## src/nr_pbch_pkg.sv

```systemverilog
package nr_pbch_pkg;

    // candidate SSB indices and their encoding
    localparam int NUM_IBAR = 8;
    localparam int IBAR_W = 3;

    // cell identity runs from 0 to 1007
    localparam int NID_W = 10;

    // Gold sequence generator
    localparam int LFSR_N = 31;
    localparam int GOLD_SKIP = 1600;

    // PBCH DMRS tables
    localparam int DMRS_LEN = 144;
    localparam int DMRS_IDX_W = 8;

    // OFDM symbol layout
    localparam int FFT_LEN = 256;
    localparam int PILOT_SPACING = 4;

    // I sits in the low half and Q in the high half
    localparam int IQ_W = 32;

    // correlation accumulators and their magnitudes
    localparam int CORR_W = 9;
    localparam int MAG_W = 8;

    typedef struct packed {
        logic [NID_W-1:0] n_id;
        logic             valid;
    } cell_cfg_t;

    // start marks the first sample of a PBCH symbol
    typedef struct packed {
        logic [IQ_W-1:0] data;
        logic            start;
        logic            valid;
    } iq_sample_t;

    typedef struct packed {
        logic b_hi;
        logic b_lo;
    } qpsk_bits_t;

    // one pilot index seen across all ibar candidates
    typedef qpsk_bits_t [NUM_IBAR-1:0] dmrs_row_t;

    typedef struct packed {
        logic [IBAR_W-1:0] ibar;
        logic [MAG_W-1:0]  peak;
        logic              valid;
    } ibar_result_t;

endpackage

```

## src/step_counter.sv

```systemverilog
`timescale 1ns/1ns

module step_counter #(
    parameter int WIDTH = 8
) (
    input  logic             clk_i,
    input  logic             reset_ni,
    input  logic             clear_i,
    input  logic             en_i,
    input  logic [WIDTH-1:0] last_val_i,
    output logic [WIDTH-1:0] count_o,
    output logic             at_last_o
);

    // clear wins over enable so a block can restart on its final step
    always_ff @(posedge clk_i) begin
        if (!reset_ni || clear_i) begin
            count_o <= '0;
        end else if (en_i) begin
            count_o <= count_o + 1'b1;
        end
    end

    // terminal flag is combinational so the caller can act in the same cycle
    assign at_last_o = (count_o == last_val_i);

endmodule

```

## src/gold_seq_gen.sv

```systemverilog
`timescale 1ns/1ns

module gold_seq_gen (
    input  logic                               clk_i,
    input  logic                               reset_ni,
    input  logic                               load_i,
    input  logic                               step_i,
    input  logic [nr_pbch_pkg::NID_W-1:0]      n_id_i,
    output logic [nr_pbch_pkg::NUM_IBAR-1:0]   gold_bits_o
);

    localparam int LN = nr_pbch_pkg::LFSR_N;
    localparam int NI = nr_pbch_pkg::NUM_IBAR;
    localparam int NW = nr_pbch_pkg::NID_W;

    typedef logic [LN-1:0] lfsr_t;

    // bit j of each register holds x(n+j), so bit 0 is the current output
    lfsr_t x1_q;
    lfsr_t x2_q [NI];
    lfsr_t c_init [NI];
    lfsr_t nid_grp;

    // c_init = 2048*(ibar+1)*(floor(n_id/4)+1) + 64*(ibar+1) + n_id mod 4
    always_comb begin
        nid_grp = lfsr_t'(n_id_i[NW-1:2]) + lfsr_t'(1);
        for (int i = 0; i < NI; i++) begin
            c_init[i] = ((lfsr_t'(i + 1) * nid_grp) << 11)
                      + (lfsr_t'(i + 1) << 6)
                      + lfsr_t'(n_id_i[1:0]);
        end
    end

    // x1 uses taps 3 and 0, each x2 uses taps 3, 2, 1 and 0
    always_ff @(posedge clk_i) begin
        if (!reset_ni) begin
            x1_q <= '0;
            for (int i = 0; i < NI; i++) begin
                x2_q[i] <= '0;
            end
        end else if (load_i) begin
            x1_q <= lfsr_t'(1);
            for (int i = 0; i < NI; i++) begin
                x2_q[i] <= c_init[i];
            end
        end else if (step_i) begin
            x1_q <= {x1_q[3] ^ x1_q[0], x1_q[LN-1:1]};
            for (int i = 0; i < NI; i++) begin
                x2_q[i] <= {^x2_q[i][3:0], x2_q[i][LN-1:1]};
            end
        end
    end

    // registered output gives the memory write port a clean start
    always_ff @(posedge clk_i) begin
        for (int i = 0; i < NI; i++) begin
            gold_bits_o[i] <= x1_q[0] ^ x2_q[i][0];
        end
    end

endmodule

```

## src/dmrs_seq_ctrl.sv

```systemverilog
`timescale 1ns/1ns

module dmrs_seq_ctrl #(
    parameter int SKIP_LEN = nr_pbch_pkg::GOLD_SKIP
) (
    input  logic                                clk_i,
    input  logic                                reset_ni,
    input  nr_pbch_pkg::cell_cfg_t              cell_cfg_i,
    output logic                                gen_load_o,
    output logic                                gen_step_o,
    output logic                                wr_en_o,
    output logic [nr_pbch_pkg::DMRS_IDX_W-1:0]  wr_idx_o,
    output logic                                wr_lo_o,
    output logic                                dmrs_ready_o
);

    localparam int SKIP_CNT_W = 11;
    localparam int BIT_CNT_W = 9;
    localparam int STORE_LEN = 2 * nr_pbch_pkg::DMRS_LEN;
    localparam int IDX_W = nr_pbch_pkg::DMRS_IDX_W;

    typedef enum logic [1:0] {S_IDLE, S_LOAD, S_SKIP, S_STORE} state_t;

    state_t               state_q;
    logic                 restart;
    logic                 skip_last;
    logic [BIT_CNT_W-1:0] bit_cnt;
    logic                 bit_last;
    logic                 wr_last_q;
    logic                 wr_done_q;

    assign restart = cell_cfg_i.valid;

    step_counter #(.WIDTH(SKIP_CNT_W)) i_skip_cnt (
        .clk_i      (clk_i),
        .reset_ni   (reset_ni),
        .clear_i    (state_q != S_SKIP),
        .en_i       (state_q == S_SKIP),
        .last_val_i (SKIP_CNT_W'(SKIP_LEN - 1)),
        .count_o    (),
        .at_last_o  (skip_last)
    );

    // even counts feed b_hi, odd counts feed b_lo of the same pilot
    step_counter #(.WIDTH(BIT_CNT_W)) i_bit_cnt (
        .clk_i      (clk_i),
        .reset_ni   (reset_ni),
        .clear_i    (state_q != S_STORE),
        .en_i       (state_q == S_STORE),
        .last_val_i (BIT_CNT_W'(STORE_LEN - 1)),
        .count_o    (bit_cnt),
        .at_last_o  (bit_last)
    );

    // a new cell identity restarts generation from any state
    always_ff @(posedge clk_i) begin
        if (!reset_ni) begin
            state_q <= S_IDLE;
        end else if (restart) begin
            state_q <= S_LOAD;
        end else begin
            case (state_q)
                S_LOAD:  state_q <= S_SKIP;
                S_SKIP:  state_q <= skip_last ? S_STORE : S_SKIP;
                S_STORE: state_q <= bit_last ? S_IDLE : S_STORE;
                default: state_q <= S_IDLE;
            endcase
        end
    end

    assign gen_load_o = (state_q == S_LOAD);
    assign gen_step_o = (state_q == S_SKIP) || (state_q == S_STORE);

    // write command lines up with the registered Gold bits
    always_ff @(posedge clk_i) begin
        if (!reset_ni) begin
            wr_en_o      <= 1'b0;
            wr_last_q    <= 1'b0;
            wr_done_q    <= 1'b0;
            dmrs_ready_o <= 1'b0;
        end else begin
            wr_en_o   <= (state_q == S_STORE) && !restart;
            wr_last_q <= bit_last;
            wr_done_q <= wr_en_o && wr_last_q && !restart;
            // ready follows the final write so the whole table is readable
            if (restart) begin
                dmrs_ready_o <= 1'b0;
            end else if (wr_done_q) begin
                dmrs_ready_o <= 1'b1;
            end
        end
    end

    always_ff @(posedge clk_i) begin
        wr_idx_o <= IDX_W'(bit_cnt >> 1);
        wr_lo_o  <= bit_cnt[0];
    end

endmodule

```

## src/dmrs_store.sv

```systemverilog
`timescale 1ns/1ns

module dmrs_store (
    input  logic                                clk_i,
    input  logic                                wr_en_i,
    input  logic [nr_pbch_pkg::DMRS_IDX_W-1:0]  wr_idx_i,
    input  logic                                wr_lo_i,
    input  logic [nr_pbch_pkg::NUM_IBAR-1:0]    wr_bits_i,
    input  logic [nr_pbch_pkg::DMRS_IDX_W-1:0]  rd_idx_i,
    output nr_pbch_pkg::dmrs_row_t              rd_row_o
);

    localparam int NI = nr_pbch_pkg::NUM_IBAR;
    localparam int DEPTH = nr_pbch_pkg::DMRS_LEN;

    // one pilot table per ibar candidate
    nr_pbch_pkg::qpsk_bits_t tbl_q [NI][DEPTH];

    // every table takes its own Gold bit at the same pilot position
    always_ff @(posedge clk_i) begin
        if (wr_en_i) begin
            for (int i = 0; i < NI; i++) begin
                if (wr_lo_i) begin
                    tbl_q[i][wr_idx_i].b_lo <= wr_bits_i[i];
                end else begin
                    tbl_q[i][wr_idx_i].b_hi <= wr_bits_i[i];
                end
            end
        end
    end

    // the correlator compares all candidates at once, so the read is wide
    always_comb begin
        for (int i = 0; i < NI; i++) begin
            rd_row_o[i] = tbl_q[i][rd_idx_i];
        end
    end

endmodule

```

## src/pbch_dmrs_detector.sv

```systemverilog
`timescale 1ns/1ns

module pbch_dmrs_detector (
    input  logic                                clk_i,
    input  logic                                reset_ni,
    input  nr_pbch_pkg::iq_sample_t             sample_i,
    input  logic                                dmrs_ready_i,
    input  logic [nr_pbch_pkg::NID_W-1:0]       n_id_i,
    output logic [nr_pbch_pkg::DMRS_IDX_W-1:0]  pilot_idx_o,
    output logic                                acc_en_o,
    output logic [nr_pbch_pkg::IQ_W-1:0]        acc_data_o,
    output logic                                clear_o,
    output logic                                decide_o
);

    localparam int SC_CNT_W = 9;
    localparam int SP_W = $clog2(nr_pbch_pkg::PILOT_SPACING);
    localparam int IDX_W = nr_pbch_pkg::DMRS_IDX_W;

    typedef enum logic {S_WAIT, S_COLLECT} state_t;

    state_t              state_q;
    logic [SC_CNT_W-1:0] sc_cnt;
    logic                sc_last;
    logic                sym_start;
    logic                take;
    logic                sym_end;
    logic                is_pilot;

    // a symbol is only accepted once the pilot tables are complete
    assign sym_start = (state_q == S_WAIT) && sample_i.valid && sample_i.start && dmrs_ready_i;
    assign take      = sym_start || ((state_q == S_COLLECT) && sample_i.valid);
    assign sym_end   = (state_q == S_COLLECT) && sample_i.valid && sc_last;

    // sc_cnt is the subcarrier index of the sample in flight
    step_counter #(.WIDTH(SC_CNT_W)) i_sc_cnt (
        .clk_i      (clk_i),
        .reset_ni   (reset_ni),
        .clear_i    (sym_end),
        .en_i       (take),
        .last_val_i (SC_CNT_W'(nr_pbch_pkg::FFT_LEN - 1)),
        .count_o    (sc_cnt),
        .at_last_o  (sc_last)
    );

    // pilots sit on every fourth subcarrier, shifted by n_id mod 4
    assign is_pilot    = (sc_cnt[SP_W-1:0] == n_id_i[SP_W-1:0]);
    assign pilot_idx_o = IDX_W'(sc_cnt >> SP_W);
    assign acc_en_o    = take && is_pilot;
    assign acc_data_o  = sample_i.data;
    assign clear_o     = sym_start;

    always_ff @(posedge clk_i) begin
        if (!reset_ni) begin
            state_q  <= S_WAIT;
            decide_o <= 1'b0;
        end else begin
            // the last pilot lands in the accumulators on this same edge
            decide_o <= sym_end;
            case (state_q)
                S_WAIT:    state_q <= sym_start ? S_COLLECT : S_WAIT;
                S_COLLECT: state_q <= sym_end ? S_WAIT : S_COLLECT;
                default:   state_q <= S_WAIT;
            endcase
        end
    end

endmodule

```

## src/ibar_correlator.sv

```systemverilog
`timescale 1ns/1ns

module ibar_correlator (
    input  logic                          clk_i,
    input  logic                          reset_ni,
    input  logic                          clear_i,
    input  logic                          acc_en_i,
    input  logic [nr_pbch_pkg::IQ_W-1:0]  acc_data_i,
    input  nr_pbch_pkg::dmrs_row_t        dmrs_row_i,
    input  logic                          decide_i,
    output nr_pbch_pkg::ibar_result_t     result_o
);

    localparam int NI = nr_pbch_pkg::NUM_IBAR;
    localparam int IW = nr_pbch_pkg::IQ_W;
    localparam int CW = nr_pbch_pkg::CORR_W;
    localparam int MW = nr_pbch_pkg::MAG_W;
    localparam int BW = nr_pbch_pkg::IBAR_W;

    typedef logic signed [CW-1:0] corr_t;
    typedef logic [MW-1:0] mag_t;

    // +1 per matching bit and -1 per mismatch
    function automatic corr_t pilot_score(
        input nr_pbch_pkg::qpsk_bits_t exp_bits,
        input nr_pbch_pkg::qpsk_bits_t dec_bits
    );
        logic [1:0] hits;
        hits = {exp_bits.b_hi ~^ dec_bits.b_hi, exp_bits.b_lo ~^ dec_bits.b_lo};
        case (hits)
            2'b11:   return corr_t'(2);
            2'b00:   return corr_t'(-2);
            default: return '0;
        endcase
    endfunction

    // 64 pilots give at most 128, which still fits the magnitude width
    function automatic mag_t magnitude(input corr_t acc);
        corr_t pos;
        pos = acc[CW-1] ? -acc : acc;
        return pos[MW-1:0];
    endfunction

    nr_pbch_pkg::qpsk_bits_t plain_dec;
    nr_pbch_pkg::qpsk_bits_t rot_dec;
    corr_t                   acc_plain_q [NI];
    corr_t                   acc_rot_q [NI];
    mag_t                    best_mag;
    logic [BW-1:0]           best_ibar;
    logic                    res_valid_q;
    mag_t                    res_peak_q;
    logic [BW-1:0]           res_ibar_q;

    // hard QPSK decision from the sign bits of I and Q
    assign plain_dec.b_hi = acc_data_i[IW/2-1];
    assign plain_dec.b_lo = acc_data_i[IW-1];

    // the same sample turned by 90 degrees covers a quarter-turn phase offset
    assign rot_dec.b_hi = ~acc_data_i[IW-1];
    assign rot_dec.b_lo = acc_data_i[IW/2-1];

    // a clear together with a pilot starts the sums at that pilot
    always_ff @(posedge clk_i) begin
        for (int i = 0; i < NI; i++) begin
            if (!reset_ni) begin
                acc_plain_q[i] <= '0;
                acc_rot_q[i]   <= '0;
            end else if (clear_i) begin
                acc_plain_q[i] <= acc_en_i ? pilot_score(dmrs_row_i[i], plain_dec) : '0;
                acc_rot_q[i]   <= acc_en_i ? pilot_score(dmrs_row_i[i], rot_dec) : '0;
            end else if (acc_en_i) begin
                acc_plain_q[i] <= acc_plain_q[i] + pilot_score(dmrs_row_i[i], plain_dec);
                acc_rot_q[i]   <= acc_rot_q[i] + pilot_score(dmrs_row_i[i], rot_dec);
            end
        end
    end

    // strict compare keeps the lower ibar and the plain sum on a tie
    always_comb begin
        best_mag  = '0;
        best_ibar = '0;
        for (int i = 0; i < NI; i++) begin
            if (magnitude(acc_plain_q[i]) > best_mag) begin
                best_mag  = magnitude(acc_plain_q[i]);
                best_ibar = BW'(i);
            end
            if (magnitude(acc_rot_q[i]) > best_mag) begin
                best_mag  = magnitude(acc_rot_q[i]);
                best_ibar = BW'(i);
            end
        end
    end

    always_ff @(posedge clk_i) begin
        if (!reset_ni) begin
            res_valid_q <= 1'b0;
        end else begin
            res_valid_q <= decide_i;
        end
    end

    always_ff @(posedge clk_i) begin
        if (decide_i) begin
            res_ibar_q <= best_ibar;
            res_peak_q <= best_mag;
        end
    end

    assign result_o = '{ibar: res_ibar_q, peak: res_peak_q, valid: res_valid_q};

endmodule

```

## src/ibar_ssb_top.sv

```systemverilog
`timescale 1ns/1ns

module ibar_ssb_top #(
    parameter int SKIP_LEN = nr_pbch_pkg::GOLD_SKIP
) (
    input  logic                       clk_i,
    input  logic                       reset_ni,
    input  nr_pbch_pkg::cell_cfg_t     cell_cfg_i,
    input  nr_pbch_pkg::iq_sample_t    sample_i,
    output logic                       dmrs_ready_o,
    output nr_pbch_pkg::ibar_result_t  result_o
);

    logic [nr_pbch_pkg::NID_W-1:0]       n_id_q;
    logic                                gen_load;
    logic                                gen_step;
    logic [nr_pbch_pkg::NUM_IBAR-1:0]    gold_bits;
    logic                                wr_en;
    logic [nr_pbch_pkg::DMRS_IDX_W-1:0]  wr_idx;
    logic                                wr_lo;
    logic [nr_pbch_pkg::DMRS_IDX_W-1:0]  pilot_idx;
    nr_pbch_pkg::dmrs_row_t              dmrs_row;
    logic                                acc_en;
    logic [nr_pbch_pkg::IQ_W-1:0]        acc_data;
    logic                                corr_clear;
    logic                                decide;

    // held cell identity drives both the generators and the pilot grid
    always_ff @(posedge clk_i) begin
        if (!reset_ni) begin
            n_id_q <= '0;
        end else if (cell_cfg_i.valid) begin
            n_id_q <= cell_cfg_i.n_id;
        end
    end

    dmrs_seq_ctrl #(.SKIP_LEN(SKIP_LEN)) i_seq_ctrl (
        .clk_i        (clk_i),
        .reset_ni     (reset_ni),
        .cell_cfg_i   (cell_cfg_i),
        .gen_load_o   (gen_load),
        .gen_step_o   (gen_step),
        .wr_en_o      (wr_en),
        .wr_idx_o     (wr_idx),
        .wr_lo_o      (wr_lo),
        .dmrs_ready_o (dmrs_ready_o)
    );

    gold_seq_gen i_gold_gen (
        .clk_i       (clk_i),
        .reset_ni    (reset_ni),
        .load_i      (gen_load),
        .step_i      (gen_step),
        .n_id_i      (n_id_q),
        .gold_bits_o (gold_bits)
    );

    dmrs_store i_store (
        .clk_i     (clk_i),
        .wr_en_i   (wr_en),
        .wr_idx_i  (wr_idx),
        .wr_lo_i   (wr_lo),
        .wr_bits_i (gold_bits),
        .rd_idx_i  (pilot_idx),
        .rd_row_o  (dmrs_row)
    );

    pbch_dmrs_detector i_detector (
        .clk_i        (clk_i),
        .reset_ni     (reset_ni),
        .sample_i     (sample_i),
        .dmrs_ready_i (dmrs_ready_o),
        .n_id_i       (n_id_q),
        .pilot_idx_o  (pilot_idx),
        .acc_en_o     (acc_en),
        .acc_data_o   (acc_data),
        .clear_o      (corr_clear),
        .decide_o     (decide)
    );

    ibar_correlator i_correlator (
        .clk_i      (clk_i),
        .reset_ni   (reset_ni),
        .clear_i    (corr_clear),
        .acc_en_i   (acc_en),
        .acc_data_i (acc_data),
        .dmrs_row_i (dmrs_row),
        .decide_i   (decide),
        .result_o   (result_o)
    );

endmodule

```

## config.mk

```make
export PLATFORM = sky130hd
export DESIGN_NAME = ibar_ssb_top
export DESIGN_NICKNAME = d
export VERILOG_FILES = /design/src/nr_pbch_pkg.sv /design/src/step_counter.sv /design/src/gold_seq_gen.sv /design/src/dmrs_seq_ctrl.sv /design/src/dmrs_store.sv /design/src/pbch_dmrs_detector.sv /design/src/ibar_correlator.sv /design/src/ibar_ssb_top.sv
export SDC_FILE = /design/constraint.sdc
export NUM_CORES = 2
export LEC_CHECK = 0
export ABC_AREA = 0
export BUFFER_PORTS_ARGS = -buffer_cell sky130_fd_sc_hd__buf_2
export CORE_MARGIN = 2
export CORE_UTILIZATION = 64
export DETAILED_ROUTE_END_ITERATION = 6
export PLACE_DENSITY_LB_ADDON = 0.2
export SYNTH_ARGS = -nofsm -noshare
export SYNTH_HDL_FRONTEND = slang
export SYNTH_SLANG_ARGS = --single-unit
```

## constraint.sdc

```tcl
create_clock -name clk_i -period 32.7 [get_ports clk_i]
set_input_delay 6.54 -clock clk_i [delete_from_list [all_inputs] [get_ports clk_i]]
set_output_delay 6.54 -clock clk_i [all_outputs]
set_load 0.1 [all_outputs]
```

==> results.tsv <==
stage	metric	value	unit
timing	crit path time final	30.11	ns
timing	Setup Viol. Count Final	0	
status	outcome	finished with violations	
cells_and_area	area of the multi-input gates	0.0354	mm2
floorplanning	Initial Utilization	0.646	
logic_synthesis	Synth Instances	7565	
logic_synthesis	Netlist Area Pre-Place	0.113	mm2
global_routing	largest net degree at the start of global routing	257	
place	Final HPWL DP	153000	um
cells_and_area	share of layout cells above drive strength 1	0.127	
logic_synthesis	most frequent cell after synthesis	edfxtp_1	
timing	Fin. Hold Viols	0	
critical_path	slowest cell on the critical path	o22a_1	
clock_tree	clk root buf	clkbuf_16	
logic_synthesis	leading post-synthesis cells by cell area	edfxtp_1, mux4_2, mux2i_1, ha_1, a21oi_1	
critical_path	Worst Path Required	33.28	ns
drt	Antenna Violating Nets Remaining	0	
drt	drt pass-1 iters	6	
floorplanning	Site Rows	153	
timing	RSZ-0062 raised after global routing	false	
critical_path	CP endpoint kind	register	
clock_tree	Clk Latency, worst-skew pair	0.88	ns
timing	worst slew pin tran	1.31	ns
logic_synthesis	register area share after synthesis	0.666	
cells_and_area	area grow syn2layout	8.99	%
drt	routed wire length	257000	um
logic_synthesis	library cells used by synthesis	121	
logic_synthesis	EDFF count, synth	2434	
critical_path	crit path DAT	30.68	ns
clock_tree	clock buffer count from CTS	238	
timing	Final Cycle Share	0.921	
floorplanning	CORE AREA	0.174	mm2
status	violated checks	design-rule violations	
timing	Max Fclk	33.2	MHz
drt	post-DR vias/cell	6.52	
global_routing	total global-route track usage	0.286	
drt	DRT iter0 DRCs	7531	
global_routing	remaining global-route overflow	0	
critical_path	critical path type	register to register	
logic_synthesis	post-synth top area share	0.649	
cells_and_area	register area	0.0751	mm2
logic_synthesis	dominant synthesized flop cell	edfxtp_1	
drt	DRC	1	
timing	clock skew	0.0473	ns
logic_synthesis	post-synth top area cell	edfxtp_1	
cells_and_area	fillers	11000	
critical_path	most frequent CP cell	ha_1	
clock_tree	# hold bufs at CTS	0	
logic_synthesis	fraction of registers with async set/reset	0	
place	RePlAce Congestion	0.881	
floorplanning	Die H	424	um
logic_synthesis	Syn Nets	7872	
clock_tree	number of H-tree levels	4	
critical_path	worst stage delay on the critical path	0.67	ns
clock_tree	Max clock buf depth	3	
hold_path	Hold Path Class	register to register	
logic_synthesis	register bit total from synthesis	2530	
logic_synthesis	Commonest cells post-synth	edfxtp_1, nor2_1, a21oi_1	
place	port bufs	28	
cells_and_area	Final nets	7805	
critical_path	CP max FO	20	
timing	Slew Viols, Final	0	
timing	Post-Route Setup TNS	0	ns
clock_tree	CTS tree	done	
clock_tree	Reg clk slew, reported paths	0.07	ns
global_routing	global-route wire length before repair	391000	um
logic_synthesis	Synth Warn #	0	
clock_tree	clk sinks	2530	
run	max-cap violations	0	
floorplanning	total I/O pin count	60	
floorplanning	Die ar.	0.179	mm2
floorplanning	Die W	424	um
timing	Slew Limit Headroom	0.124	
global_routing	initial antenna violation count	7	
logic_synthesis	Syn Area/Cell	14.9	um2
drt	wire per inst	25.6	um
global_routing	vias in the first global route	64800	
drt	routed via count	65400	
critical_path	critical path startpoint category	register	
-- worst max-delay path, delay by kind of cell, from the launching register on --
family	cells	cell delay [ns]
DFF	1	0.48
AOI/OAI and AO/OA	54	13.81
buffers and inverters	7	0.66
xor gates and xnor gates	1	0.28
adders and majority gates	17	5.65
and+or+nand+nor	30	6.92
muxes	5	1.92
-- area by class of cell --
| class | instances | area share |
|---|---|---|
| sequential | 2530 | 0.611 |
| multi-input combinational | 4447 | 0.289 |
| clock buffer | 302 | 0.0521 |
| tap | 2325 | 0.0237 |
| clock inverter | 145 | 0.0123 |
| timing repair buffer | 98 | 0.00646 |
| inverter | 183 | 0.00559 |
| antenna | 1 | 0.0000204 |
-- metal layers --
layer,routed length (um),global-route usage
met1,104000,0.404
met2,123000,0.459
met3,21800,0.0492
met4,8060,0.0888
met5,11,0
-- stage by stage --
stage	hold WS [ns]	area, um2	util	std cells	setup slack (ns)
6_report	0.383	123000	0.704	10000	2.59
3_5_place_dp	0.373	115000	0.659	9583	2.82
3_3_place_gp	0.371	115000	0.659	9583	3.19
2_1_floorplan	0.363	113000	-	7565	8.21
5_1_grt	0.399	123000	0.704	10000	0.269
4_1_cts	0.382	123000	0.704	10000	2.71
-- flip-flops by register name, summed over array words and instances, names as in the netlist, 3 cells and up --
register / count
i_correlator.acc_plain_q: 64
i_correlator.acc_rot_q: 64
i_correlator.res_ibar_q: 3
i_correlator.res_peak_q: 7
i_detector.i_sc_cnt.count_o: 9
i_gold_gen.gold_bits_o: 8
i_gold_gen.x1_q: 31
i_gold_gen.x2_q: 248
i_seq_ctrl.i_bit_cnt.count_o: 9
i_seq_ctrl.i_skip_cnt.count_o: 11
i_seq_ctrl.wr_idx_o: 8
i_store.tbl_q: 2048
n_id_q: 10
-- cells by family after synthesis --
| family | Yosys count | synth area share |
|---|---|---|
| multiplexers | 868 | 0.112 |
| buffers and inverters | 588 | 0.0205 |
| AND/OR/NAND/NOR | 1480 | 0.0595 |
| adder cells (fa/ha/maj) | 268 | 0.0312 |
| XOR/XNOR | 343 | 0.0267 |
| AO/OA/AOI/OAI | 1487 | 0.0845 |
| other | 1 | 0.0000333 |
| flip-flops | 2530 | 0.666 |
-- cells in the final DEF, fill, tap and decap left out, types with 41 or more instances in the layout --
| master | count |
|---|---|
| nand2_1 | 469 |
| edfxtp_1 | 2434 |
| inv_1 | 182 |
| o21a_1 | 54 |
| clkbuf_1 | 41 |
| clkinv_1 | 52 |
| ha_1 | 236 |
| clkinv_2 | 41 |
| xnor2_1 | 208 |
| mux4_2 | 296 |
| buf_4 | 61 |
| o22ai_1 | 132 |
| nor2_1 | 558 |
| o221ai_1 | 122 |
| dfxtp_1 | 81 |
| or3_1 | 47 |
| a211oi_1 | 69 |
| clkbuf_16 | 242 |
| nand3_1 | 42 |
| and3_1 | 139 |
| mux2i_1 | 429 |
| a21oi_1 | 535 |
| nor3_1 | 43 |
| o21ai_0 | 252 |
| mux2_2 | 134 |
| a21o_1 | 72 |
| o31ai_1 | 44 |
| nand2b_1 | 44 |
| xor2_1 | 135 |
-- repair_timing --
item / CTS / global route
hold endpoints to repair: 0 / 0
buffers inserted: 0 / 0
setup endpoints to repair: 0 / 1
gates resized for setup: 0 / 1
-- worst paths after layout --
path              slack [ns]                    endpoint  cells after the start                             from
setup reg to reg        2.59  i_correlator.res_ibar_q[2]                    114   i_correlator.acc_plain_q[0][3]
hold / removal          0.38      i_seq_ctrl.wr_idx_o[7]                      0  i_seq_ctrl.i_bit_cnt.count_o[8]
setup / recovery        2.59  i_correlator.res_ibar_q[2]                    114   i_correlator.acc_plain_q[0][3]
hold reg to reg         0.38      i_seq_ctrl.wr_idx_o[7]                      0  i_seq_ctrl.i_bit_cnt.count_o[8]
Power is left out: the tool's default activity adds up to more than one toggle a clock period on the data nets, which glitch-free logic cannot reach.
